File: config.mk
export PLATFORM = sky130hd
export DESIGN_NAME = sbaskt_bus
export DESIGN_NICKNAME = d
export VERILOG_FILES = /design/src/verilog/sbaskt_pkg.sv /design/src/verilog/sbaskt_bus.sv
export SDC_FILE = /design/constraint.sdc
export NUM_CORES = 1
export LEC_CHECK = 0
export BUFFER_PORTS_ARGS = -buffer_cell sky130_fd_sc_hd__buf_4
export CAP_MARGIN = 10
export CELL_PAD_IN_SITES_DETAIL_PLACEMENT = 0
export CELL_PAD_IN_SITES_GLOBAL_PLACEMENT = 2
export CORE_UTILIZATION = 22
export CTS_CLUSTER_SIZE = 12
export DETAILED_ROUTE_END_ITERATION = 12
export GPL_ROUTABILITY_DRIVEN = 0
export PLACE_DENSITY = 0.83
export SETUP_SLACK_MARGIN = 0.3
export SLEW_MARGIN = 15
export SYNTH_ARGS = -nofsm -noshare
export SYNTH_HDL_FRONTEND = slang
export SYNTH_SLANG_ARGS = --single-unit
File: constraint.sdc
create_clock -name clk -period 2.9 [get_ports clk]
set_input_delay 0.29 -clock clk [delete_from_list [all_inputs] [get_ports clk]]
set_output_delay 0.29 -clock clk [all_outputs]
set_load 0.05 [all_outputs]
File: src/verilog/sbaskt_pkg.sv
// Super Basketball board glue
// Shared address map, ROM region bounds, raster timing constants
// and the bus types passed between the CPU decoder and the RAMs

package sbaskt_pkg;

    // Scroll graphics ROM region in byte addresses
    localparam logic [21:0] scr_start = 22'h00_8000;
    localparam logic [21:0] pcm_start = 22'h01_0000;

    // Main CPU memory map
    localparam logic [15:0] vram_base  = 16'h2000;
    localparam logic [15:0] vram_words = 16'd2048;
    localparam logic [15:0] obj_base   = 16'h2800;
    localparam logic [15:0] obj_words  = 16'd256;
    localparam logic [15:0] vscr_base  = 16'h2C00;
    localparam logic [15:0] vscr_words = 16'd32;
    localparam logic [15:0] reg_base   = 16'h3000;

    // RAM select codes carried in vram_req_t
    localparam logic [1:0] sel_vram = 2'd0;
    localparam logic [1:0] sel_obj  = 2'd1;
    localparam logic [1:0] sel_vscr = 2'd2;

    // Raster size and edges in pixels and lines
    localparam logic [8:0] h_total       = 9'd384;
    localparam logic [8:0] h_blank_start = 9'd256;
    localparam logic [8:0] h_sync_start  = 9'd288;
    localparam logic [8:0] h_sync_end    = 9'd320;
    localparam logic [8:0] v_total       = 9'd264;
    localparam logic [8:0] v_blank_start = 9'd240;
    localparam logic [8:0] v_sync_start  = 9'd248;
    localparam logic [8:0] v_sync_end    = 9'd251;

    // Register block selected by the two low address bits
    typedef enum logic [1:0] {
        reg_pal     = 2'd0,
        reg_flip    = 2'd1,
        reg_irq_ack = 2'd2,
        reg_snd     = 2'd3
    } reg_op_e;

    // One main CPU bus cycle
    typedef struct packed {
        logic [15:0] addr;
        logic [7:0]  dout;
        logic        rnw;
    } cpu_bus_t;

    // Request from the decoder to the video RAMs
    typedef struct packed {
        logic [10:0] addr;
        logic [7:0]  dout;
        logic        we;
        logic [1:0]  sel;
    } vram_req_t;

endpackage

File: src/verilog/sbaskt_bus.sv
// Main CPU bus decoder
// Maps CPU cycles onto the video RAMs and the register block,
// holds palette and flip settings and the vertical blank interrupt

module sbaskt_bus (
    input  logic                  clk,
    input  logic                  rst_n,
    input  sbaskt_pkg::cpu_bus_t  cpu,
    input  logic                  cpu_cs,
    input  logic                  LVBL,
    input  logic [7:0]            vram_rdata,
    output logic [7:0]            cpu_din,
    output logic                  cpu_irq,
    output logic [3:0]            pal_sel,
    output logic                  flip,
    output sbaskt_pkg::vram_req_t vram_req,
    output logic                  vram_cs,
    output logic                  snd_wr,
    output logic [7:0]            snd_din
);
    import sbaskt_pkg::*;

    logic        vram_hit;
    logic        obj_hit;
    logic        vscr_hit;
    logic        reg_hit;
    logic        ram_hit;
    logic        reg_wr;
    reg_op_e     reg_op;
    logic        rd_ram;
    logic [7:0]  dout_q;
    logic        lvbl_l;
    logic        vb_fall;

    // Address decode
    assign vram_hit = cpu.addr >= vram_base && cpu.addr < vram_base + vram_words;
    assign obj_hit  = cpu.addr >= obj_base  && cpu.addr < obj_base + obj_words;
    assign vscr_hit = cpu.addr >= vscr_base && cpu.addr < vscr_base + vscr_words;
    assign reg_hit  = cpu.addr[15:2] == reg_base[15:2];
    assign ram_hit  = vram_hit | obj_hit | vscr_hit;

    assign reg_op = reg_op_e'(cpu.addr[1:0]);
    assign reg_wr = cpu_cs && !cpu.rnw && reg_hit;

    // The memory truncates the request address to its own size
    always_comb begin
        vram_req.addr = cpu.addr[10:0];
        vram_req.dout = cpu.dout;
        vram_req.we   = ~cpu.rnw;
        vram_req.sel  = sel_vram;
        if (obj_hit) begin
            vram_req.sel = sel_obj;
        end else if (vscr_hit) begin
            vram_req.sel = sel_vscr;
        end
    end

    assign vram_cs = cpu_cs & ram_hit;

    // Sound command goes straight out with a one-cycle strobe
    assign snd_wr  = reg_wr && reg_op == reg_snd;
    assign snd_din = cpu.dout;

    // Configuration registers
    always_ff @(posedge clk or negedge rst_n) begin
        if (!rst_n) begin
            pal_sel <= 4'd0;
            flip    <= 1'b0;
        end else if (reg_wr) begin
            case (reg_op)
                reg_pal:  pal_sel <= cpu.dout[3:0];
                reg_flip: flip    <= cpu.dout[0];
                default: ;
            endcase
        end
    end

    // Interrupt set on the falling edge of LVBL and cleared by a register write
    assign vb_fall = lvbl_l & ~LVBL;

    always_ff @(posedge clk or negedge rst_n) begin
        if (!rst_n) begin
            lvbl_l  <= 1'b1;
            cpu_irq <= 1'b0;
        end else begin
            lvbl_l <= LVBL;
            if (vb_fall) begin
                cpu_irq <= 1'b1;
            end else if (reg_wr && reg_op == reg_irq_ack) begin
                cpu_irq <= 1'b0;
            end
        end
    end

    // RAM read data arrives one clock after cs and is then kept
    // in dout_q so that later RAM writes do not disturb it
    always_ff @(posedge clk or negedge rst_n) begin
        if (!rst_n) begin
            rd_ram <= 1'b0;
            dout_q <= 8'hFF;
        end else begin
            if (rd_ram) begin
                dout_q <= vram_rdata;
            end
            rd_ram <= 1'b0;
            if (cpu_cs && cpu.rnw) begin
                rd_ram <= ram_hit;
                if (!ram_hit) begin
                    dout_q <= 8'hFF;
                end
            end
        end
    end

    assign cpu_din = rd_ram ? vram_rdata : dout_q;

endmodule

==> flow_summary.json <==
{
  "grt_usage_pct": 9.155,
  "via_count": 795,
  "path_cells": "buf_4 -> nor4_2 -> nand3_1 -> or4_1 -> mux2_4",
  "syn_avg_cell_area_um2": 10.79,
  "max_freq_mhz": 558.3,
  "crit_type": "input pin to flop",
  "rsz0062_at_grt": "no",
  "syn_inst": 94,
  "drc": 0,
  "fin_nets": 177,
  "synth_top_cell_area_share_pct": 23.30,
  "maxSlewViolCount": 0,
  "syn_nets": 131,
  "io_pins": 83,
  "slew_headroom_pct": 56.71,
  "yosysMostFrequentCell": "buf_4",
  "antenna_found_initial": 0,
  "io_buffers": 70,
  "synthToLayoutAreaGrowth_pct": 42.05,
  "final.fill_count": 459,
  "die_y_um": 69.92,
  "die_area_um2": 4888,
  "detail_route.wl_per_cell_um": 11.96,
  "finalWirelength_mm": 2.285,
  "antenna_left": 0,
  "htree_levels": 1,
  "netlist_top_cells_area": "dfstp_2, buf_4, dfrtp_1",
  "cts-resized-gates": 0,
  "cts_root_buffer": "clkbuf_8",
  "critPathMaxStageDelay_ns": 0.60,
  "synth_enable_flop_cells": 0,
  "diodes": 0,
  "leakagePower_nw": 0.6700,
  "fin_cells": 191,
  "start_util_pct": 23.14,
  "via_per_inst": 4.162,
  "grt_max_degree": 17,
  "overflow": 0,
  "clkTransAtPathRegs_ns": 0.07,
  "start_kind": "input pin",
  "ys_seq_elements": 16,
  "worstSkewPairLatency_ns": 0.25,
  "grt_pass1_wl_mm": 3.546,
  "fin_crit_ns": 1.791,
  "postSynth.asyncResetShare_pct": 100.0,
  "tightest_slew_ns": 0.6465,
  "required_ns": 3.03,
  "period_share_pct": 61.76,
  "cap_violations": 0,
  "yosysUniqueCellTypes": 27,
  "dr.pass1.iters": 3,
  "fin_tns_setup_ns": 0,
  "powerDensity_nw_per_um2": 379.6,
  "drt-initial-drc-count": 9,
  "crit_path_end_kind": "flop",
  "hold_viol": 0,
  "die_w_um": 69.92,
  "status": "finished, final reports clean",
  "cp.arrival_ns": 1.93,
  "grt_pass1_vias": 795,
  "numCtsBuffers": 3,
  "peakVddDrop_mv": 0.1501,
  "ys_warn_count": 0,
  "setup_viol": 0,
  "yosysTopAreaCell": "dfstp_2",
  "layout-drive-gt1-share_pct": 69.78,
  "synth_flop_cell": "dfstp_2",
  "syn_area_um2": 1015,
  "design.core.area_um2": 4384,
  "cts_tree": "built",
  "crit_fanout": 4,
  "fin_worst_skew_ns": 0.009187,
  "cpMaxStageDelayCell": "or4_1",
  "min_path_type": "input pin to flop",
  "placementRows": 24,
  "placed_cells": 186,
  "cts_setup_buffers": 0,
  "clock_path_buffers": 2,
  "yosys-top-cells-count": "buf_4, dfstp_2, mux2_2",
  "cts.sinks": 16,
  "ys_seq_area_share_pct": 40.57
}
==> layer usage <==
| metal | track usage, % | vias to the layer above | part of all wire, % |
|---|---|---|---|
| met3 | 1.732 | 2 | 9.8 |
| met1 | 11.10 | 361 | 39 |
| met5 | 0 | - | 0 |
| li1 | - | 382 | - |
| met4 | 4.667 | 0 | 1.2 |
| met2 | 15.38 | 50 | 50 |
==> timing repair <==
item	4_1_cts	5_1_grt
hold buffers	1	0
endpoints found under the hold margin	7	0
setup endpoints to repair	0	0
==> per-stage QoR <==
stage / hold slack [ns] / setup WS, ns / cell area [um^2] / power (W) / util, %
final: 0.1557 / 1.109 / 1441 / 0.0005472 / 32.88
after global routing: 0.1449 / 1.002 / 1441 / 0.0005771 / 32.88
after CTS: 0.1550 / 1.109 / 1441 / 0.0005546 / 32.88
after detailed placement: 0.1580 / 0.8442 / 1386 / 0.0003830 / 31.62
after global placement: 0.1553 / 0.8796 / 1386 / 0.0003812 / 31.62
after floorplan: -0.005591 / 0.7259 / 1015 / 0.0003567 / -
==> cell usage in the layout (no fill, tap or decap), types with 2 or more instances in the layout <==
| cell | synthesis | layout |
|---|---|---|
| clkbuf_8 | 0 | 3 |
| inv_1 | 4 | 4 |
| nor3_1 | 2 | 2 |
| dfstp_2 | 9 | 9 |
| nand2b_1 | 8 | 8 |
| mux2_2 | 9 | 9 |
| dfrtp_1 | 7 | 7 |
| nor2_1 | 3 | 3 |
| nand4b_1 | 2 | 2 |
| mux2_4 | 4 | 4 |
| buf_4 | 28 | 70 |
| nand3_1 | 2 | 2 |
==> worst max-delay path, delay by kind of cell <==
| family | cells | cell delay (ns) |
|---|---|---|
| buf+inv | 1 | 0.12 |
| mux | 1 | 0.35 |
| simple gates | 3 | 1.18 |
==> kinds of logic after synthesis <==
group / after synthesis / synth area share [%]
buffers and inverters: 34 / 23.06
and+or+nand+nor: 26 / 17.02
DFF: 16 / 40.57
muxes: 13 / 15.91
AOI/OAI and AO/OA: 5 / 3.453
==> final cells by class <==
class	count	area (um^2)	share of cell area, %
Tap cell	52	65.06	4.514
Timing Repair Buffer	71	535.5	37.15
Sequential cell	16	411.6	28.56
Multi-Input combinational cell	44	369.1	25.61
Inverter	4	15.01	1.042
Clock buffer	4	45.04	3.125
==> where the power goes <==
group | internal, W | total [W] | switching [W]
Combinational | 0.0000569 | 0.000150 | 0.0000928
Sequential | 0.000228 | 0.000229 | 0.000000900
Clock | 0.0000971 | 0.000168 | 0.0000713
==> path summary, 6_finish.rpt <==
| kind | from | to | slack (ns) | depth (start not counted) |
|---|---|---|---|---|
| worst max-delay path | cpu[14] | pal_sel[1] | 1.11 | 5 |
| worst min-delay path | LVBL | lvbl_l | 0.16 | 1 |
| worst max register to register | rd_ram | dout_q[3] | 1.71 | 2 |
| worst min register to register | pal_sel[0] | pal_sel[0] | 0.51 | 1 |
| max in group asynchronous | rst_n | dout_q[5] | 2.21 | 2 |
| min in group asynchronous | rst_n | rd_ram | 0.43 | 2 |
==> registers in the layout (all words and copies together) (netlist names) <==
register  count
lvbl_l        1
dout_q        8
flip          1
cpu_irq       1
pal_sel       4
rd_ram        1
Power figures use the tool's default switching activity.
