## src/verilog/sbaskt_sndlatch.sv

```systemverilog
// Main to sound CPU command latch
// The pending flag interrupts the sound CPU until it acknowledges

module sbaskt_sndlatch (
    input  logic       clk,
    input  logic       rst_n,
    input  logic       snd_wr,
    input  logic [7:0] snd_din,
    input  logic       snd_ack,
    output logic [7:0] snd_cmd,
    output logic       snd_pending
);

    // A new write simply replaces the command byte
    always_ff @(posedge clk) begin
        if (snd_wr) begin
            snd_cmd <= snd_din;
        end
    end

    // Write has priority over ack
    always_ff @(posedge clk or negedge rst_n) begin
        if (!rst_n) begin
            snd_pending <= 1'b0;
        end else if (snd_wr) begin
            snd_pending <= 1'b1;
        end else if (snd_ack) begin
            snd_pending <= 1'b0;
        end
    end

endmodule

```

## config.mk

```make
export PLATFORM = sky130hd
export DESIGN_NAME = sbaskt_sndlatch
export DESIGN_NICKNAME = d
export VERILOG_FILES = /design/src/verilog/sbaskt_sndlatch.sv
export SDC_FILE = /design/constraint.sdc
export NUM_CORES = 1
export LEC_CHECK = 0
export ABC_CLOCK_PERIOD_IN_PS = 800
export BUFFER_PORTS_ARGS = -buffer_cell sky130_fd_sc_hd__buf_2
export CAP_MARGIN = 20
export CORE_AREA = 4 4 41 43
export CTS_CLUSTER_DIAMETER = 100
export CTS_CLUSTER_SIZE = 24
export DETAILED_ROUTE_END_ITERATION = 10
export DIE_AREA = 0 0 45 47
export SYNTH_ARGS = -nofsm -noshare
export SYNTH_HDL_FRONTEND = slang
export SYNTH_SLANG_ARGS = --single-unit
```

## constraint.sdc

```tcl
create_clock -name clk -period 0.8 [get_ports clk]
set_input_delay 0.24 -clock clk [delete_from_list [all_inputs] [get_ports clk]]
set_output_delay 0.24 -clock clk [all_outputs]
set_load 0.005 [all_outputs]
```

==> run_results.csv, run 1 <==
group,metric,value,unit
run_status,status,"finished, violations left",
run_status,violations,"negative setup slack",
timing,period_minus_slack,0.987,ns
clock_network,cts_num_sinks,9,
global_routing,grt_pass1_vias,191,
global_routing,grt_pass1_wl,821,um
layout,instances_no_fill,51,
critical_path,required,0.56,ns
critical_path,end_kind,"primary output",
layout,syn2layout_area_growth,56.1,%
detailed_routing,drt-initial-drc-count,2,
power_and_ir_drop,power,0.974,mW
timing,rsz0062_at_grt,"yes",
timing,finalSetupViolCount,9,
layout,final_layout_size_suffix_gt1_share,63.9,%
clock_network,cts_resized,0,
power_and_ir_drop,ir_drop,881,uV
floorplanning,chipHeight,47,um
power_and_ir_drop,power.density,2260,nW/um^2
synthesis,netlist-cell-type-count,4,
floorplanning,start_util,21.2,%
timing,finalHoldViolCount,0,
clock_network,cts-buffers-inserted,3,
critical_path,crit_fanout,2,
critical_path,crit_chain,"buf_2",
detailed_routing,vias,177,
place,dp_cells,46,
synthesis,syn-mean-instance-area,25.1,um^2
timing,tns,-1.56,ns
floorplanning,die_w,45,um
place,io_buffers,20,
hold_path,hold_class,"in2reg",
clock_network,path_clk_slew,0.06,ns
layout,nNetsFinal,49,
detailed_routing,drt_pass1_iterations,2,
detailed_routing,ant_nets,0,
layout,layout_commonest_cell,"buf_2",
floorplanning,core,1300,um^2
synthesis,synth_top_area_share,86.9,%
timing,skew,0,ns
floorplanning,fp-row-count,13,
detailed_routing,drc_errors,0,
timing,slew_headroom,87.2,%
clock_network,clk_path_buf_depth,2,
timing,slew_violations,0,
clock_network,cts_tree,"built",
clock_network,cts_setup_buffers,0,
detailed_routing,vias_per_cell,3.47,
clock_network,h-tree-depth,1,
floorplanning,ioPinCount,21,
critical_path,crit_type,"reg2out",
clock_network,clkLatencyLatePin,0.25,ns
layout,diodes,0,
floorplanning,dieArea,2120,um^2
timing,post-route-period-util,123,%
run,maxCapViolCount,0,
clock_network,root_buffer,"clkbuf_4",
synthesis,ys_seq_area_share,95.9,%
global_routing,grt_max_degree,10,
synthesis,ys_ff_latch,9,
detailed_routing,wire_per_inst,10.2,um
critical_path,arrival,0.75,ns
critical_path,cp-start-kind,"register",
global_routing,antenna_found_initial,0,
synthesis,synthTopCellsByArea,"edfxtp_1 (87%), dfrtp_1 (9.0%), a21o_1 (2.7%)",
synthesis,yosysWarnings,0,
critical_path,cp_top_family,"flip-flops",
synthesis,synth_top_area_cell,"edfxtp_1",
critical_path,cp.buffers_inverters,1,
layout,final_cell_mix,"buf_2 (20), edfxtp_1 (8), clkbuf_4 (3)",
global_routing,grt_usage,5.84,%
timing,tightestPinTransition,0.192,ns
critical_path,slowest_stage,"dfrtp_1",
synthesis,syn_inst,11,
global_routing,grt_overflow,0,
synthesis,netlist_area,277,um^2
timing,worst_slack,-0.187,ns
power_and_ir_drop,leakagePower,0.197,nW
critical_path,cpPeakStageDelay,0.37,ns
detailed_routing,drt-total-wl,518,um
synthesis,syn_nets,23,
timing,max_freq,1010,MHz
place,globalplace.congestion,0.598,
[kinds of logic (layout without fill, tap and decap cells)]
group,count (synthesis),in the layout,synth area share [%]
buf+inv,1,26,1.36
flops,9,9,95.9
compound gates,1,1,2.72
[per-layer routing]
| metal | part of all wire, % | track usage [%] |
|---|---|---|
| met5 | 0 | 0 |
| met4 | 0 | 3.51 |
| met2 | 37 | 7.06 |
| met1 | 47 | 8.00 |
| met3 | 16 | 3.07 |
[synth_stat cells]
| master | n |
|---|---|
| inv_1 | 1 |
| dfrtp_1 | 1 |
| a21o_1 | 1 |
| edfxtp_1 | 8 |
[registers in the layout, summed over array words and instances (netlist names)]
signal,cells
snd_pending,1
snd_cmd,8
[metrics by stage]
stage	worst slack (ns)	instance area, um^2	util [%]	hold slack (ns)
2_1_floorplan	0.149	277	-	-0.0556
3_3_place_gp	0.0429	395	30.4	0.0151
3_5_place_dp	0.0357	395	30.4	0.0166
4_1_cts	-0.196	432	33.2	0.159
5_1_grt	-0.230	432	33.2	0.154
6_report	-0.187	432	33.2	0.163
[final timing paths]
path / slack [ns] / from / to / cells after the start
setup / recovery: -0.19 / snd_pending$_DFFE_PN0P_ / snd_pending / 1
hold / removal: 0.16 / snd_din[2] / snd_cmd[2]$_DFFE_PP_ / 1
setup reg to reg: 0.15 / snd_pending$_DFFE_PN0P_ / snd_pending$_DFFE_PN0P_ / 1
hold reg to reg: 0.48 / snd_pending$_DFFE_PN0P_ / snd_pending$_DFFE_PN0P_ / 1
max in group asynchronous: 0.43 / rst_n / snd_pending$_DFFE_PN0P_ / 2
min in group asynchronous: 0.29 / rst_n / snd_pending$_DFFE_PN0P_ / 2
[what timing repair did]
item	CTS	global route
endpoints found under the setup margin	9	9
hold buffers	1	0
pin swaps	0	0
hold endpoints to repair	1	0
[layout make-up]
type / count / area, um^2
Clock buffer: 4 / 26.3
Inverter: 1 / 3.75
Fill cell: 144 / 870
Sequential cell: 9 / 265
Tap cell: 15 / 18.8
Multi-Input combinational cell: 1 / 7.51
Timing Repair Buffer: 21 / 110
[report_power, final]
| group | leakage [nW] | switching, mW | internal [mW] | total, mW |
|---|---|---|---|---|
| sequential | 0.0891 | 0.00770 | 0.552 | 0.560 |
| clock | 0.0150 | 0.143 | 0.191 | 0.334 |
| combinational | 0.0931 | 0.0339 | 0.0463 | 0.0802 |
| total | 0.197 | 0.185 | 0.789 | 0.974 |
(Power assumes the default switching activity.)
==> inputs of run 2 (changes only) <==
--- a/config.mk
+++ b/config.mk
@@ -8,11 +8,15 @@
 export ABC_CLOCK_PERIOD_IN_PS = 800
 export BUFFER_PORTS_ARGS = -buffer_cell sky130_fd_sc_hd__buf_2
 export CAP_MARGIN = 20
+export CELL_PAD_IN_SITES_DETAIL_PLACEMENT = 1
+export CELL_PAD_IN_SITES_GLOBAL_PLACEMENT = 1
 export CORE_AREA = 4 4 41 43
 export CTS_CLUSTER_DIAMETER = 100
 export CTS_CLUSTER_SIZE = 24
 export DETAILED_ROUTE_END_ITERATION = 10
 export DIE_AREA = 0 0 45 47
+export PLACE_DENSITY_LB_ADDON = 0.1
+export SETUP_SLACK_MARGIN = 0.1
 export SYNTH_ARGS = -nofsm -noshare
 export SYNTH_HDL_FRONTEND = slang
 export SYNTH_SLANG_ARGS = --single-unit
==> run 2 against run 1 <==
  * The run still ends with negative setup slack left
  * Critical path type unchanged
  * Highest routed layer unchanged
  * Worst setup slack worse by 0.015 ns
  * Wire length is 19% higher
  * Sequential power is essentially flat
==> run_results.csv, run 2 (same netlist as run 1, synthesis figures left out) <==
group,metric,value,unit
floorplanning,ioPinCount,21,
clock_network,root_buffer,"clkbuf_4",
timing,period_minus_slack,1.00,ns
global_routing,grt_usage,7.15,%
critical_path,crit_fanout,1,
critical_path,crit_path_end,"snd_cmd[5]",
global_routing,antenna_found_initial,0,
power_and_ir_drop,ir_drop,803,uV
place,dp_cells,46,
timing,skew,0,ns
critical_path,crit_chain,"buf_2",
critical_path,worst-path-stages,1,
clock_network,cts_num_sinks,9,
clock_network,clk_path_buf_depth,2,
clock_network,path_clk_slew,0.06,ns
critical_path,cp_top_family,"flip-flops",
floorplanning,die_w,45,um
run_status,violations,"negative setup slack",
global_routing,grt_pass1_vias,222,
critical_path,reg2reg_to,"snd_pending$_DFFE_PN0P_",
layout,layout_commonest_cell,"buf_2",
power_and_ir_drop,leakagePower,0.203,nW
layout,largest_register_ff_count,8,
power_and_ir_drop,power.density,2200,nW/um^2
critical_path,r2r-start,"snd_pending$_DFFE_PN0P_",
timing,worst_slack,-0.202,ns
power_and_ir_drop,combPwrFrac,9.0,%
power_and_ir_drop,power.switching,0.181,mW
critical_path,required,0.56,ns
critical_path,end_kind,"primary output",
critical_path,arrival,0.76,ns
timing,slew_violations,0,
detailed_routing,vias_per_cell,3.75,
critical_path,cp-start-kind,"register",
layout,largest_register,"snd_cmd",
layout,syn2layout_area_growth,60.2,%
global_routing,grt_overflow,0,
timing,max_freq,998,MHz
clock_network,cts-buffers-inserted,3,
place,globalplace.congestion,0.686,
layout,instances_no_fill,52,
detailed_routing,drt_pass1_iterations,1,
power_and_ir_drop,p_seq_share,57.6,%
critical_path,r2r_setup_slack,0.04,ns
critical_path,cpPeakStageDelay,0.38,ns
detailed_routing,ant_nets,0,
place,io_buffers,20,
detailed_routing,drt-initial-drc-count,0,
critical_path,slowest_stage,"edfxtp_1",
layout,final_cell_mix,"buf_2 (20), edfxtp_1 (8), clkbuf_4 (3)",
place,hpwl,535,um
layout,final_layout_size_suffix_gt1_share,64.9,%
critical_path,crit_type,"reg2out",
clock_network,clkLatencyLatePin,0.24,ns
floorplanning,dieArea,2120,um^2
critical_path,worstSetupStartpoint,"snd_cmd[5]$_DFFE_PP_",
power_and_ir_drop,pwr-share-clk,33.3,%
layout,nNetsFinal,50,
timing,tightestPinTransition,0.192,ns
floorplanning,chipHeight,47,um
timing,finalHoldViolCount,0,
critical_path,cp.buffers_inverters,1,
power_and_ir_drop,p_sw_share,18.6,%
detailed_routing,vias,195,
run,maxCapViolCount,0,
floorplanning,fp-row-count,13,
global_routing,grt_max_degree,10,
timing,rsz0062_at_grt,"yes",
detailed_routing,drc_errors,0,
critical_path,reg2reg_depth,2,
hold_path,hold_class,"in2reg",
timing,post-route-period-util,125,%
clock_network,cts_tree,"built",
floorplanning,start_util,21.2,%
timing,finalSetupViolCount,9,
detailed_routing,wire_per_inst,11.9,um
clock_network,h-tree-depth,1,
timing,slew_headroom,87.2,%
detailed_routing,drt-total-wl,618,um
run_status,status,"finished, violations left",
layout,reg_top3,"snd_cmd: 8 flops, snd_pending: 1 flops",
floorplanning,core,1300,um^2
power_and_ir_drop,power,0.977,mW
layout,diodes,0,
global_routing,grt_pass1_wl,1010,um
power_and_ir_drop,intPower,0.795,mW
==> run 2: cell types whose count changed in the layout (fill, tap and decap cells not counted) <==
cell / change
buf_6: +1
==> run 2: worst register-to-register path: cells and delay by family (launching register included) <==
family,cells,cell delay (ns)
DFF,1,0.38
AOI/OAI and AO/OA,1,0.16
buffers and inverters,1,0.12
==> run 2: final cells by class <==
| type | count | area [um^2] |
|---|---|---|
| clock buffers | 4 | 26.3 |
| fillers | 151 | 858 |
| inverters | 1 | 3.75 |
| multi-input cells | 1 | 7.51 |
| flip-flops and latches | 9 | 265 |
| well taps | 15 | 18.8 |
| repair buffers | 22 | 121 |
==> run 2: worst min path at each step <==
stage / start / to / slack (ns) / cells after the start
after floorplan: rst_n / snd_pending$_DFFE_PN0P_ / -0.06 / 0
after global placement: rst_n / snd_pending$_DFFE_PN0P_ / 0.01 / 1
after detailed placement: rst_n / snd_pending$_DFFE_PN0P_ / 0.02 / 1
after CTS: snd_din[0] / snd_cmd[0]$_DFFE_PP_ / 0.15 / 1
after global routing: snd_din[7] / snd_cmd[7]$_DFFE_PP_ / 0.15 / 1
final: snd_din[0] / snd_cmd[0]$_DFFE_PP_ / 0.16 / 1
==> run 2: routing by layer <==
metal | GRT usage [%] | part of all wire (%) | up-vias
li1 | - | - | 93
met2 | 8.76 | 33 | 20
met4 | 5.26 | 0 | 0
met3 | 3.83 | 21 | 0
met5 | 0 | 0 | -
met1 | 9.33 | 45 | 82
==> run 2: stage by stage <==
stage | worst slack [ns] | hold slack [ns] | TNS (ns) | area, um^2 | util (%)
after floorplan | 0.149 | -0.0556 | 0 | 277 | -
after CTS | -0.224 | 0.153 | -1.81 | 439 | 33.8
final | -0.202 | 0.163 | -1.65 | 443 | 34.0
after detailed placement | 0.0324 | 0.0165 | 0 | 395 | 30.4
after global placement | 0.0551 | 0.0148 | 0 | 395 | 30.4
after global routing | -0.238 | 0.150 | -2.01 | 443 | 34.0
==> run 2: power by group through the flow <==
stage | clock [mW] | combinational, mW | sequential, mW
after global placement | 0 | 0.0782 | 0.573
after CTS | 0.348 | 0.0891 | 0.563
after detailed placement | 0 | 0.0798 | 0.573
final | 0.326 | 0.0882 | 0.563
after global routing | 0.367 | 0.0990 | 0.566
after floorplan | 0 | 0.00353 | 0.577
==> run 2: repair_timing <==
item                       CTS  global route
hold buffers                 1             0
pin swaps                    1             1
hold endpoints to repair     1             0
buffers inserted             1             1
setup endpoints to repair    9            10
resized for setup            0             1
