`src/verilog/sbaskt_pkg.sv`:
```
// Super Basketball board glue
// Shared address map, ROM region bounds, raster timing constants
// and the bus types passed between the CPU decoder and the RAMs

package sbaskt_pkg;

    // Scroll graphics ROM region in byte addresses
    localparam logic [21:0] scr_start = 22'h00_8000;
    localparam logic [21:0] pcm_start = 22'h01_0000;

    // Main CPU memory map
    localparam logic [15:0] vram_base  = 16'h2000;
    localparam logic [15:0] vram_words = 16'd2048;
    localparam logic [15:0] obj_base   = 16'h2800;
    localparam logic [15:0] obj_words  = 16'd256;
    localparam logic [15:0] vscr_base  = 16'h2C00;
    localparam logic [15:0] vscr_words = 16'd32;
    localparam logic [15:0] reg_base   = 16'h3000;

    // RAM select codes carried in vram_req_t
    localparam logic [1:0] sel_vram = 2'd0;
    localparam logic [1:0] sel_obj  = 2'd1;
    localparam logic [1:0] sel_vscr = 2'd2;

    // Raster size and edges in pixels and lines
    localparam logic [8:0] h_total       = 9'd384;
    localparam logic [8:0] h_blank_start = 9'd256;
    localparam logic [8:0] h_sync_start  = 9'd288;
    localparam logic [8:0] h_sync_end    = 9'd320;
    localparam logic [8:0] v_total       = 9'd264;
    localparam logic [8:0] v_blank_start = 9'd240;
    localparam logic [8:0] v_sync_start  = 9'd248;
    localparam logic [8:0] v_sync_end    = 9'd251;

    // Register block selected by the two low address bits
    typedef enum logic [1:0] {
        reg_pal     = 2'd0,
        reg_flip    = 2'd1,
        reg_irq_ack = 2'd2,
        reg_snd     = 2'd3
    } reg_op_e;

    // One main CPU bus cycle
    typedef struct packed {
        logic [15:0] addr;
        logic [7:0]  dout;
        logic        rnw;
    } cpu_bus_t;

    // Request from the decoder to the video RAMs
    typedef struct packed {
        logic [10:0] addr;
        logic [7:0]  dout;
        logic        we;
        logic [1:0]  sel;
    } vram_req_t;

endpackage

```
`src/verilog/sbaskt_timing.sv`:
```
// Video timing generator
// Pixel enable at half the clock rate, 384 x 264 raster,
// registered sync and blanking outputs plus V16 for the CPU

module sbaskt_timing (
    input  logic clk,
    input  logic rst_n,
    output logic HS,
    output logic VS,
    output logic LHBL,
    output logic LVBL,
    output logic V16
);
    import sbaskt_pkg::*;

    logic       pxl_cen;
    logic [8:0] h_count;
    logic [8:0] v_count;
    logic [8:0] h_next;
    logic [8:0] v_next;

    always_ff @(posedge clk or negedge rst_n) begin
        if (!rst_n) begin
            pxl_cen <= 1'b0;
        end else begin
            pxl_cen <= ~pxl_cen;
        end
    end

    // Next raster position
    always_comb begin
        h_next = h_count + 9'd1;
        v_next = v_count;
        if (h_count == h_total - 9'd1) begin
            h_next = 9'd0;
            v_next = v_count + 9'd1;
            if (v_count == v_total - 9'd1) begin
                v_next = 9'd0;
            end
        end
    end

    // Outputs are decoded from the next position so they
    // change on the same edge as the counters
    always_ff @(posedge clk or negedge rst_n) begin
        if (!rst_n) begin
            h_count <= 9'd0;
            v_count <= 9'd0;
            HS      <= 1'b0;
            VS      <= 1'b0;
            LHBL    <= 1'b1;
            LVBL    <= 1'b1;
            V16     <= 1'b0;
        end else if (pxl_cen) begin
            h_count <= h_next;
            v_count <= v_next;
            LHBL    <= h_next < h_blank_start;
            HS      <= h_next >= h_sync_start && h_next < h_sync_end;
            LVBL    <= v_next < v_blank_start;
            VS      <= v_next >= v_sync_start && v_next < v_sync_end;
            V16     <= v_next[4];
        end
    end

endmodule

```
`config.mk`:
```
export PLATFORM = sky130hd
export DESIGN_NAME = sbaskt_timing
export DESIGN_NICKNAME = d
export VERILOG_FILES = /design/src/verilog/sbaskt_pkg.sv /design/src/verilog/sbaskt_timing.sv
export SDC_FILE = /design/constraint.sdc
export NUM_CORES = 1
export LEC_CHECK = 0
export ABC_CLOCK_PERIOD_IN_PS = 6700
export BUFFER_PORTS_ARGS = -buffer_cell sky130_fd_sc_hd__buf_2
export CORE_UTILIZATION = 32
export DETAILED_ROUTE_END_ITERATION = 7
export HOLD_SLACK_MARGIN = 0.06
export SYNTH_ARGS = -nofsm -noshare
export SYNTH_HDL_FRONTEND = slang
export SYNTH_SLANG_ARGS = --single-unit
```
`constraint.sdc`:
```
create_clock -name clk -period 6.7 [get_ports clk]
set_input_delay 0.67 -clock clk [delete_from_list [all_inputs] [get_ports clk]]
set_output_delay 0.67 -clock clk [all_outputs]
set_load 0.05 [all_outputs]
```
==> out/qor.txt, run 1 <==
GLOBAL ROUTE
-----------------------------------------------------------------------------------------------
Maximum number of pins on one net before global-route repair .....................           24
Total Routing Usage GR ...........................................................        0.142
First-pass GRT wire length .......................................................      4760 um
Vias in the first global route ...................................................        1,047
Number of antenna violations at the first check in global routing ................            0
Total congestion overflow after global routing ...................................            0

SYNTHESIS
-----------------------------------------------------------------------------------------------
Top cell type's share of synthesized area ........................................        0.388
Post-synthesis async set-or-reset flop share .....................................         1.00
FF+latch count, synth ............................................................           23
Flip-flop cell with the highest count after synthesis ............................ sky130_fd_sc_hd__dfrtp_1
Leading post-synthesis cells by cell area ........................................ sky130_fd_sc_hd__dfrtp_1, sky130_fd_sc_hd__nand2_1, sky130_fd_sc_hd__o21ai_0, sky130_fd_sc_hd__dfstp_2, sky130_fd_sc_hd__ha_1
Avg Synthesized Cell Area ........................................................    9.47 um^2
Post-Syn Nets ....................................................................          148
Post-Syn Area ....................................................................    1350 um^2
Number of unique standard cell types used by synthesis ...........................           51
Portion of the post-synthesis area used by sequential elements ...................        0.427
Post-synthesis instance total ....................................................          143
Number of synthesized flops with an enable pin ...................................            0
Cell type with the largest total area after synthesis ............................ sky130_fd_sc_hd__dfrtp_1
Synth Warn # .....................................................................            0

POWER AND IR DROP
-----------------------------------------------------------------------------------------------
Portion of total power attributed to sequential cells ............................        0.608
Tot Pwr ..........................................................................       228 uW
Proportion of power drawn by combinational gates .................................        0.012
Power density over cell area .....................................................  156 nW/um^2
Switching share of total power ...................................................        0.209
Net switching component of the power .............................................      47.7 uW
Worst vdd ir .....................................................................    0.0839 mV
Static leakage ...................................................................  0.000596 uW
Proportion of power drawn by the clock network ...................................        0.379
Internal power consumption .......................................................       180 uW

STA
-----------------------------------------------------------------------------------------------
Timing-limited maximum frequency .................................................      425 MHz
Final worst slack ................................................................      4.35 ns
# setup viols final ..............................................................            0
RSZ-0062 raised after global routing .............................................           no
Share of the cycle needed by the critical path after routing .....................        0.351
Setup TNS ........................................................................         0 ns
Worst-case hold slack ............................................................     0.366 ns
Final Slew Violations ............................................................            0
Clock period minus final worst setup slack .......................................      2.35 ns
Slew margin rel. .................................................................        0.581
Final Hold Viols .................................................................            0
Actual slew at the worst max-slew pin ............................................     0.629 ns
Worst setup skew after layout ....................................................   0.00778 ns

FINAL LAYOUT
-----------------------------------------------------------------------------------------------
Area of all sequential standard cells ............................................     578 um^2
Final core utilization ...........................................................        0.362
Multi-input combinational cell area ..............................................     726 um^2
Diodes inserted ..................................................................            0
Post-layout nets .................................................................          153
Top library cells by usage in the layout, fill and taps aside .................... sky130_fd_sc_hd__nand2_1, sky130_fd_sc_hd__dfrtp_1, sky130_fd_sc_hd__o21ai_0
Filler cell count in the final layout ............................................          418
Proportion of layout cells with a drive suffix above 1 ...........................        0.143
Most frequent standard cell in the layout excluding fill and tap cells ........... sky130_fd_sc_hd__nand2_1
Synth-to-layout area growth ......................................................        7.67%

CRITICAL PATH
-----------------------------------------------------------------------------------------------
Worst setup startpoint ...........................................................   v_count[0]
Depth of the worst register-to-register path .....................................            6
Critical path peak fanout ........................................................            9
Critical path type ............................................................... flop to flop
CP endpoint ......................................................................           VS
Startpoint kind of the worst setup timing path ...................................         flop
Worst Setup End Kind .............................................................         flop
Crit path required time ..........................................................      6.86 ns
Reg2reg start ....................................................................   v_count[0]
Reg-to-reg endpoint ..............................................................           VS
Setup slack of the worst register-to-register path ...............................      4.35 ns
Worst Path Arrival ...............................................................      2.51 ns

FLOORPLAN
-----------------------------------------------------------------------------------------------
Die Ht ...........................................................................      67.0 um
Number of primary I/O pins .......................................................            7
Floorplan Core Area ..............................................................    4030 um^2
Num rows .........................................................................           23
Starting Density .................................................................        0.336
Area of the die ..................................................................    4500 um^2
Width of the die .................................................................      67.0 um

CLOCKING
-----------------------------------------------------------------------------------------------
Clock input transition at the sequential cells of the worst setup and hold paths .      0.09 ns
Clock tree root buffer cell ...................................................... sky130_fd_sc_hd__clkbuf_8
# clock sinks ....................................................................           23
Num CTS Buffers ..................................................................            3
Maximum buffer depth of the clock tree ...........................................            2
Clock latency on the worst-skew pair .............................................      0.27 ns
Setup fix buffers added after clock tree synthesis ...............................            0
Number of H-tree branching levels ................................................            1
Number of buffers inserted by hold repair at cts .................................            0
Clock tree from TritonCTS ........................................................        built
Count of cells resized by post-cts repair ........................................            0

HOLD PATH
-----------------------------------------------------------------------------------------------
Worst hold path class ............................................................ input pin to asynchronous set/reset pin

DETAILED ROUTING
-----------------------------------------------------------------------------------------------
Post-detailed-route wirelength per cell ..........................................      13.9 um
Post-DRT Antenna Nets ............................................................            0
Initial drt markers ..............................................................           71
Final WL .........................................................................      2750 um
Drt first pass iters .............................................................            4
Routed vias/inst .................................................................         5.70
Vias after detailed routing ......................................................        1,123
Number of remaining DRC errors ...................................................            0

PLACE
-----------------------------------------------------------------------------------------------
Pre-CTS worst setup slack ........................................................      4.40 ns
DPL Wire Length ..................................................................      1940 um
Last weighted congestion value of the routability-driven placer ..................        0.864
Port Buffers .....................................................................            6

STATUS
-----------------------------------------------------------------------------------------------
Status ........................................................................... finished, final reports clean

FLOW RUN
-----------------------------------------------------------------------------------------------
Number of maximum-capacitance constraint violations ..............................            0

-- power by group through the flow --
stage	Sequential (uW)	Clock, uW	Combinational [uW]
after floorplan	141	0	0.000266
after global placement	141	0	2.99
after detailed placement	141	0	3.16
after CTS	139	90.6	3.15
after global routing	139	95.9	3.53
final	139	86.5	2.83
-- cell usage after synthesis (2+ instances only) --
master / n
sky130_fd_sc_hd__nand3_1: 6
sky130_fd_sc_hd__or4_1: 2
sky130_fd_sc_hd__xor2_1: 3
sky130_fd_sc_hd__ha_1: 3
sky130_fd_sc_hd__inv_1: 4
sky130_fd_sc_hd__nand4_1: 4
sky130_fd_sc_hd__o311ai_0: 2
sky130_fd_sc_hd__nand4b_1: 2
sky130_fd_sc_hd__mux2_2: 2
sky130_fd_sc_hd__nor2_1: 7
sky130_fd_sc_hd__nand2_1: 23
sky130_fd_sc_hd__and2_1: 2
sky130_fd_sc_hd__dfrtp_1: 21
sky130_fd_sc_hd__a21oi_1: 4
sky130_fd_sc_hd__o21ai_0: 13
sky130_fd_sc_hd__clkbuf_1: 3
sky130_fd_sc_hd__and3_1: 3
sky130_fd_sc_hd__dfstp_2: 2
sky130_fd_sc_hd__xnor2_1: 4
sky130_fd_sc_hd__a211o_1: 2
-- per-stage QoR --
stage	std cells	area, um^2
5_1_grt	197	1460
3_5_place_dp	193	1410
4_1_cts	197	1460
6_report	197	1460
2_1_floorplan	143	1350
3_3_place_gp	193	1410
-- registers in the layout (all words and copies together) (netlist names) --
register,flops
v_count,9
h_count,9
HS,1
pxl_cen,1
VS,1
LVBL,1
LHBL,1
-- layer usage --
| metal | wire length (um) | GRT usage |
|---|---|---|
| met5 | 0 | 0 |
| met4 | 115 | 0.0585 |
| met3 | 146 | 0.0377 |
| met2 | 1150 | 0.214 |
| met1 | 1330 | 0.188 |
-- kinds of logic after synthesis --
kind of cell,share of synthesized area
AOI/OAI and AO/OA,0.170
muxes,0.0240
DFF,0.427
and+or+nand+nor,0.269
buffers and inverters,0.0370
xor gates and xnor gates,0.0453
adders and majority gates,0.0277
-- worst min path at each step --
stage,startpoint,to,cells past startpoint
2_1_floorplan,rst_n,HS,0
3_3_place_gp,VS,VS,2
3_5_place_dp,VS,VS,2
4_1_cts,rst_n,v_count[4],1
5_1_grt,rst_n,v_count[4],1
6_report,rst_n,v_count[4],1
-- worst max-delay path, cell delays in order (launching register included) --
cell                       delay, ns
sky130_fd_sc_hd__dfrtp_1        0.44
sky130_fd_sc_hd__ha_1           0.34
sky130_fd_sc_hd__nand3b_1       0.24
sky130_fd_sc_hd__or3b_1         0.39
sky130_fd_sc_hd__a211o_1        0.31
sky130_fd_sc_hd__a22o_1         0.21
sky130_fd_sc_hd__o41ai_2        0.31
-- final cells by class --
type / count / area share
multi-input combinational: 110 / 0.498
sequential: 23 / 0.397
tap: 50 / 0.0429
clock buffer: 3 / 0.0283
timing repair buffer: 6 / 0.0206
inverter: 4 / 0.0103
clock inverter: 1 / 0.00343
Power figures use the tool's default switching activity.
==> run 2: changes to the inputs <==
- ABC_AREA: unset -> 1
- ABC_CLOCK_PERIOD_IN_PS: 6700 -> 1900
- clock period: 6.7 -> 1.9 ns (I/O delays scaled with it)
==> run 2 against run 1 <==
  * Sequential power increased to 3.5 times the previous value
  * Combinational power increased to 4.2 times the previous value
  * Sequential share of layout area decreased by 3.8 points
  * Hold slack improved by 0.083 ns
  * Largest power group unchanged
  * Maximum frequency increased by 37%
==> out/qor.txt, run 2 <==
SYNTHESIS
-----------------------------------------------------------------------------------------------
Post-Syn Area ....................................................................    1460 um^2
Portion of the post-synthesis area used by sequential elements ...................        0.397
Synth Warn # .....................................................................            0
Post-Syn Nets ....................................................................          220
Top cell type's share of synthesized area ........................................        0.361
Leading post-synthesis cells by cell area ........................................ sky130_fd_sc_hd__dfrtp_1, sky130_fd_sc_hd__nand2_1, sky130_fd_sc_hd__inv_1, sky130_fd_sc_hd__nor2_1, sky130_fd_sc_hd__nand3_1
Cell type with the largest total area after synthesis ............................ sky130_fd_sc_hd__dfrtp_1
Number of synthesized flops with an enable pin ...................................            0
Post-synthesis instance total ....................................................          215
Post-synthesis async set-or-reset flop share .....................................         1.00
Cell with the most instances after synthesis ..................................... sky130_fd_sc_hd__nand2_1
Commonest cells in the netlist ................................................... sky130_fd_sc_hd__nand2_1, sky130_fd_sc_hd__inv_1, sky130_fd_sc_hd__nor2_1, sky130_fd_sc_hd__dfrtp_1, sky130_fd_sc_hd__nand3_1
Number of unique standard cell types used by synthesis ...........................           23
Avg Synthesized Cell Area ........................................................    6.77 um^2
Flip-flop cell with the highest count after synthesis ............................ sky130_fd_sc_hd__dfrtp_1
FF+latch count, synth ............................................................           23

CRITICAL PATH
-----------------------------------------------------------------------------------------------
Worst setup startpoint ...........................................................   h_count[1]
Critical path peak fanout ........................................................           12
Delay of the slowest cell on the worst path ......................................      0.41 ns
Startpoint kind of the worst setup timing path ...................................         flop
Critical path type ............................................................... flop to flop
Max stage delay cell, worst path ................................................. sky130_fd_sc_hd__dfrtp_1
Worst Setup End Kind .............................................................         flop
Worst Path Arrival ...............................................................      1.92 ns
Ordered cell list for the critical path .......................................... ha_1 > inv_1 > nor2_2 > nand3_4 > inv_1 > nand2_1 > nand2_1 > inv_1 > nor2_1 > nand2_1 > o21bai_2
Crit path required time ..........................................................      2.10 ns
Reg2reg start ....................................................................   h_count[1]

POWER AND IR DROP
-----------------------------------------------------------------------------------------------
Static leakage ...................................................................  0.000826 uW
Portion of total power attributed to sequential cells ............................        0.604
Switching share of total power ...................................................        0.209
Worst vdd ir .....................................................................     0.332 mV
Proportion of power drawn by combinational gates .................................        0.015
Tot Pwr ..........................................................................       810 uW
Net switching component of the power .............................................       169 uW
Internal power consumption .......................................................       641 uW
Power density over cell area .....................................................  503 nW/um^2
Proportion of power drawn by the clock network ...................................        0.382

DETAILED ROUTING
-----------------------------------------------------------------------------------------------
Drt first pass iters .............................................................            4
Final WL .........................................................................      2990 um
Number of remaining DRC errors ...................................................            0
Initial drt markers ..............................................................           30
Post-detailed-route wirelength per cell ..........................................      10.8 um
Vias after detailed routing ......................................................        1,271
Routed vias/inst .................................................................         4.61
Post-DRT Antenna Nets ............................................................            0

CLOCKING
-----------------------------------------------------------------------------------------------
Clock tree from TritonCTS ........................................................        built
Number of H-tree branching levels ................................................            1
Clock input transition at the sequential cells of the worst setup and hold paths .      0.08 ns
Clock latency on the worst-skew pair .............................................      0.26 ns
Maximum buffer depth of the clock tree ...........................................            2
Clock tree root buffer cell ...................................................... sky130_fd_sc_hd__clkbuf_8
Num CTS Buffers ..................................................................            3
# clock sinks ....................................................................           23

FLOORPLAN
-----------------------------------------------------------------------------------------------
Die Ht ...........................................................................      69.5 um
Starting Density .................................................................        0.334
Area of the die ..................................................................    4820 um^2
Number of primary I/O pins .......................................................            7
Width of the die .................................................................      69.5 um
Floorplan Core Area ..............................................................    4350 um^2
Num rows .........................................................................           24

PLACE
-----------------------------------------------------------------------------------------------
DPL Wire Length ..................................................................      2230 um
Port Buffers .....................................................................            6
Dpl cell area ....................................................................    1540 um^2
Last weighted congestion value of the routability-driven placer ..................        0.837

FINAL LAYOUT
-----------------------------------------------------------------------------------------------
Area of all placed cells without fillers .........................................    1610 um^2
Proportion of layout cells with a drive suffix above 1 ...........................        0.121
Synth-to-layout area growth ......................................................        10.7%
Post-layout nets .................................................................          230
Leading registers by flop count .................................................. h_count (9), v_count (9)
Filler cell count in the final layout ............................................          462
Most frequent standard cell in the layout excluding fill and tap cells ........... sky130_fd_sc_hd__nand2_1
Diodes inserted ..................................................................            0
Top library cells by usage in the layout, fill and taps aside .................... sky130_fd_sc_hd__nand2_1, sky130_fd_sc_hd__inv_1, sky130_fd_sc_hd__nor2_1

STA
-----------------------------------------------------------------------------------------------
Setup TNS ........................................................................         0 ns
Final Hold Viols .................................................................            0
# setup viols final ..............................................................            0
Final Slew Violations ............................................................            0
Clock period minus final worst setup slack .......................................      1.72 ns
Slew margin rel. .................................................................        0.650
Share of the cycle needed by the critical path after routing .....................        0.906
Timing-limited maximum frequency .................................................      581 MHz
Worst setup skew after layout ....................................................   0.00202 ns
Actual slew at the worst max-slew pin ............................................     0.526 ns

GLOBAL ROUTE
-----------------------------------------------------------------------------------------------
Vias in the first global route ...................................................        1,174
Total Routing Usage GR ...........................................................        0.135
Total congestion overflow after global routing ...................................            0
Maximum number of pins on one net before global-route repair .....................           24
Number of antenna violations at the first check in global routing ................            0
First-pass GRT wire length .......................................................      5300 um

FLOW RUN
-----------------------------------------------------------------------------------------------
Number of maximum-capacitance constraint violations ..............................            0

STATUS
-----------------------------------------------------------------------------------------------
Status ........................................................................... finished, final reports clean

HOLD PATH
-----------------------------------------------------------------------------------------------
Worst hold path class ............................................................ input pin to asynchronous set/reset pin

[run 2: changes by cell type in the layout (fill, tap and decap cells not counted), sizes merged, moves of 3 or more]
cell,change
buf,+4
inv,+26
nor2,+26
and3,-5
nand3,+10
nand2,+51
and2,-3
[run 2: worst max-delay path, delay by kind of cell, from the launching register on]
family / cells / cell delay, ns
buffers and inverters: 3 / 0.25
flip-flops: 1 / 0.41
AO/OA/AOI/OAI: 1 / 0.12
AND/OR/NAND/NOR: 6 / 0.62
adder cells (fa/ha/maj): 1 / 0.26
[run 2: stage by stage]
| step | setup WS, ns | hold WS, ns | instances | utilization |
|---|---|---|---|---|
| floorplan | 0.331 | -0.106 | 215 | - |
| global placement | 0.202 | 0.193 | 270 | 0.353 |
| detailed placement | 0.131 | 0.196 | 270 | 0.353 |
| CTS | 0.110 | 0.447 | 275 | 0.366 |
| global route | -0.0177 | 0.479 | 276 | 0.370 |
| finish | 0.178 | 0.448 | 276 | 0.370 |
[run 2: final cells by class]
class                   instances  area (um^2)  area share
multi-input cells             156          741       0.460
flip-flops and latches         23          578       0.359
repair buffers                 11         70.1      0.0435
well taps                      52         65.1      0.0404
clock buffers                   4         45.0      0.0280
inverters                      30          113      0.0699
[run 2: logic make-up (layout without fill, tap and decap cells)]
family	after synthesis	after routing	synth area share
buffers and inverters	36	45	0.101
DFF	23	23	0.397
and+or+nand+nor	131	131	0.385
xor gates and xnor gates	4	4	0.0241
AOI/OAI and AO/OA	18	18	0.0670
adders and majority gates	3	3	0.0258
[run 2: what timing repair did]
action	CTS	global route
hold buffers	1	0
gates resized for setup	0	2
setup buffers	0	1
hold endpoints to repair	21	0
setup endpoints to repair	0	3
[run 2: layer usage]
metal	vias up	wire length, um	global-route usage
li1	680	-	-
met2	21	1260	0.203
met1	564	1600	0.199
met4	0	65	0.0476
met5	-	0	0
met3	6	68	0.0174
[run 2: final timing paths]
check,to,slack (ns),cells after the start
hold reg to reg,LVBL,0.47,2
hold / removal,v_count[1],0.45,2
setup / recovery,VS,0.18,11
setup reg to reg,VS,0.18,11
min in group clk,LVBL,0.47,2
max in group asynchronous,LVBL,1.08,2
[run 2: power groups by stage]
stage | sequential [uW] | clock [uW] | combinational [uW]
2_1_floorplan | 499 | 0 | 0.000476
3_3_place_gp | 499 | 0 | 10.8
3_5_place_dp | 499 | 0 | 10.8
4_1_cts | 489 | 324 | 12.4
5_1_grt | 489 | 334 | 14.2
6_report | 489 | 309 | 11.8
==> run 3: changes to the inputs <==
--- a/config.mk
+++ b/config.mk
@@ -12,4 +12,5 @@
 export DETAILED_ROUTE_END_ITERATION = 7
 export HOLD_SLACK_MARGIN = 0.06
+export MAX_ROUTING_LAYER = met4
 export SYNTH_ARGS = -nofsm -noshare
 export SYNTH_HDL_FRONTEND = slang
==> constraint.sdc (replaced) <==
create_clock -name clk -period 1.9 [get_ports clk]
set_input_delay 0.38 -clock clk [delete_from_list [all_inputs] [get_ports clk]]
set_output_delay 0.38 -clock clk [all_outputs]
set_load 0.05 [all_outputs]
==> run 3 against run 2 <==
  * Clock skew is essentially flat
  * Global-route usage grew 0.36 points
  * Critical path depth is the same
  * Via count shrank 0.24%
  * Worst setup slack is essentially flat
  * Register-to-register slack is essentially flat
  * Sequential share of layout area grew 0.22 points
  * Non-clock buffer count shrank 1
  * Maximum frequency is essentially flat
  * Critical endpoint unchanged
==> out/qor.txt, run 3 (synthesis results as in run 2) <==
STATUS
-----------------------------------------------------------------------------------------------
Status ........................................................................... finished, final reports clean

FINAL LAYOUT
-----------------------------------------------------------------------------------------------
Proportion of layout cells with a drive suffix above 1 ...........................        0.121
Most frequent standard cell in the layout excluding fill and tap cells ........... sky130_fd_sc_hd__nand2_1
Post-route insts no fill .........................................................          275
Top library cells by usage in the layout, fill and taps aside .................... sky130_fd_sc_hd__nand2_1, sky130_fd_sc_hd__inv_1, sky130_fd_sc_hd__nor2_1
Diodes inserted ..................................................................            0
Filler cell count in the final layout ............................................          463
Final core utilization ...........................................................        0.368
Synth-to-layout area growth ......................................................        9.97%
Post-layout nets .................................................................          229
Leading registers by flop count .................................................. h_count (9), v_count (9)

GLOBAL ROUTE
-----------------------------------------------------------------------------------------------
Total congestion overflow after global routing ...................................            0
Vias in the first global route ...................................................        1,170
Number of antenna violations at the first check in global routing ................            0
Total Routing Usage GR ...........................................................        0.139
First-pass GRT wire length .......................................................      5290 um
Maximum number of pins on one net before global-route repair .....................           24

DETAILED ROUTING
-----------------------------------------------------------------------------------------------
Post-detailed-route wirelength per cell ..........................................      10.8 um
Drt first pass iters .............................................................            4
Final WL .........................................................................      2980 um
Post-DRT Antenna Nets ............................................................            0
Vias after detailed routing ......................................................        1,268
Number of remaining DRC errors ...................................................            0
Initial drt markers ..............................................................           31
Routed vias/inst .................................................................         4.61

CLOCKING
-----------------------------------------------------------------------------------------------
# clock sinks ....................................................................           23
Number of H-tree branching levels ................................................            1
Num CTS Buffers ..................................................................            3
Number of buffers inserted by hold repair at cts .................................            0
Clock tree from TritonCTS ........................................................        built
Clock tree root buffer cell ...................................................... sky130_fd_sc_hd__clkbuf_8
Clock latency on the worst-skew pair .............................................      0.26 ns
Clock input transition at the sequential cells of the worst setup and hold paths .      0.08 ns
Maximum buffer depth of the clock tree ...........................................            2

FLOORPLAN
-----------------------------------------------------------------------------------------------
Num rows .........................................................................           24
Floorplan Core Area ..............................................................    4350 um^2
Starting Density .................................................................        0.334
Area of the die ..................................................................    4820 um^2
Number of primary I/O pins .......................................................            7
Die Ht ...........................................................................      69.5 um
Width of the die .................................................................      69.5 um

STA
-----------------------------------------------------------------------------------------------
Worst setup skew after layout ....................................................   0.00213 ns
# setup viols final ..............................................................            0
Slew margin rel. .................................................................        0.651
Final Hold Viols .................................................................            0
Worst-case hold slack ............................................................    0.0801 ns
Actual slew at the worst max-slew pin ............................................     0.524 ns
Setup TNS ........................................................................         0 ns
Final Slew Violations ............................................................            0
Timing-limited maximum frequency .................................................      581 MHz
Clock period minus final worst setup slack .......................................      1.72 ns
Share of the cycle needed by the critical path after routing .....................        0.906
Final worst slack ................................................................     0.178 ns

CRITICAL PATH
-----------------------------------------------------------------------------------------------
Startpoint kind of the worst setup timing path ...................................         flop
Worst Setup End Kind .............................................................         flop
Critical path type ............................................................... flop to flop
Critical path peak fanout ........................................................           12
Crit path required time ..........................................................      2.10 ns
Worst Path Arrival ...............................................................      1.92 ns

POWER AND IR DROP
-----------------------------------------------------------------------------------------------
Static leakage ...................................................................  0.000822 uW
Power density over cell area .....................................................  505 nW/um^2
Worst vdd ir .....................................................................     0.332 mV

FLOW RUN
-----------------------------------------------------------------------------------------------
Number of maximum-capacitance constraint violations ..............................            0

PLACE
-----------------------------------------------------------------------------------------------
Port Buffers .....................................................................            6
Pre-CTS worst setup slack ........................................................     0.131 ns
DPL Wire Length ..................................................................      2230 um
Last weighted congestion value of the routability-driven placer ..................        0.849
Cell Count Post-Placement ........................................................          270

HOLD PATH
-----------------------------------------------------------------------------------------------
Worst hold path class ............................................................ input pin to asynchronous set/reset pin

[run 3: power by group]
| group | leakage, uW | switching, uW | internal (uW) |
|---|---|---|---|
| clock network | 0.0000228 | 160 | 150 |
| registers | 0.000300 | 0 | 489 |
| logic | 0.000499 | 9.33 | 0.734 |
| total | 0.000822 | 169 | 640 |
[run 3: area by class of cell]
type	count	area, um^2	area share
Clock buffer	4	45.0	0.0281
Timing Repair Buffer	10	60.1	0.0375
Inverter	30	113	0.0703
Sequential cell	23	578	0.361
Tap cell	52	65.1	0.0406
Multi-Input combinational cell	156	741	0.462
[run 3: repair_timing]
action | CTS | global route
endpoints found under the setup margin | 0 | 3
setup buffers | 0 | 1
endpoints found under the hold margin | 0 | 0
gates resized for setup | 0 | 2
[run 3: final timing paths]
kind | from | to | slack (ns) | cells past startpoint
min in group clk | LVBL | LVBL | 0.47 | 2
min | rst_n | v_count[1] | 0.08 | 1
max in group asynchronous | rst_n | LVBL | 1.45 | 1
max | h_count[1] | VS | 0.18 | 11
min reg2reg | LVBL | LVBL | 0.47 | 2
max reg2reg | h_count[1] | VS | 0.18 | 11
[run 3: routing by layer]
metal,global-route usage,wire (um)
met1,0.198,1580
met2,0.203,1270
met3,0.0174,68
met4,0.0476,65
met5,-,0
[run 3: metrics by stage]
step           instance area (um^2)  total power (uW)
2_1_floorplan                  1460               499
6_report                       1600               809
3_5_place_dp                   1540               510
5_1_grt                        1600               836
4_1_cts                        1580               824
3_3_place_gp                   1540               510
[run 3: critical path, stage by stage, from the launching register on]
cell and delay [ns]:
sky130_fd_sc_hd__dfrtp_1 0.41, sky130_fd_sc_hd__ha_1 0.26, sky130_fd_sc_hd__inv_1 0.07, sky130_fd_sc_hd__nor2_2 0.17
sky130_fd_sc_hd__nand3_4 0.17, sky130_fd_sc_hd__inv_1 0.14, sky130_fd_sc_hd__nand2_1 0.06, sky130_fd_sc_hd__nand2_1 0.07
sky130_fd_sc_hd__inv_1 0.04, sky130_fd_sc_hd__nor2_1 0.09, sky130_fd_sc_hd__nand2_1 0.06, sky130_fd_sc_hd__o21bai_2 0.12
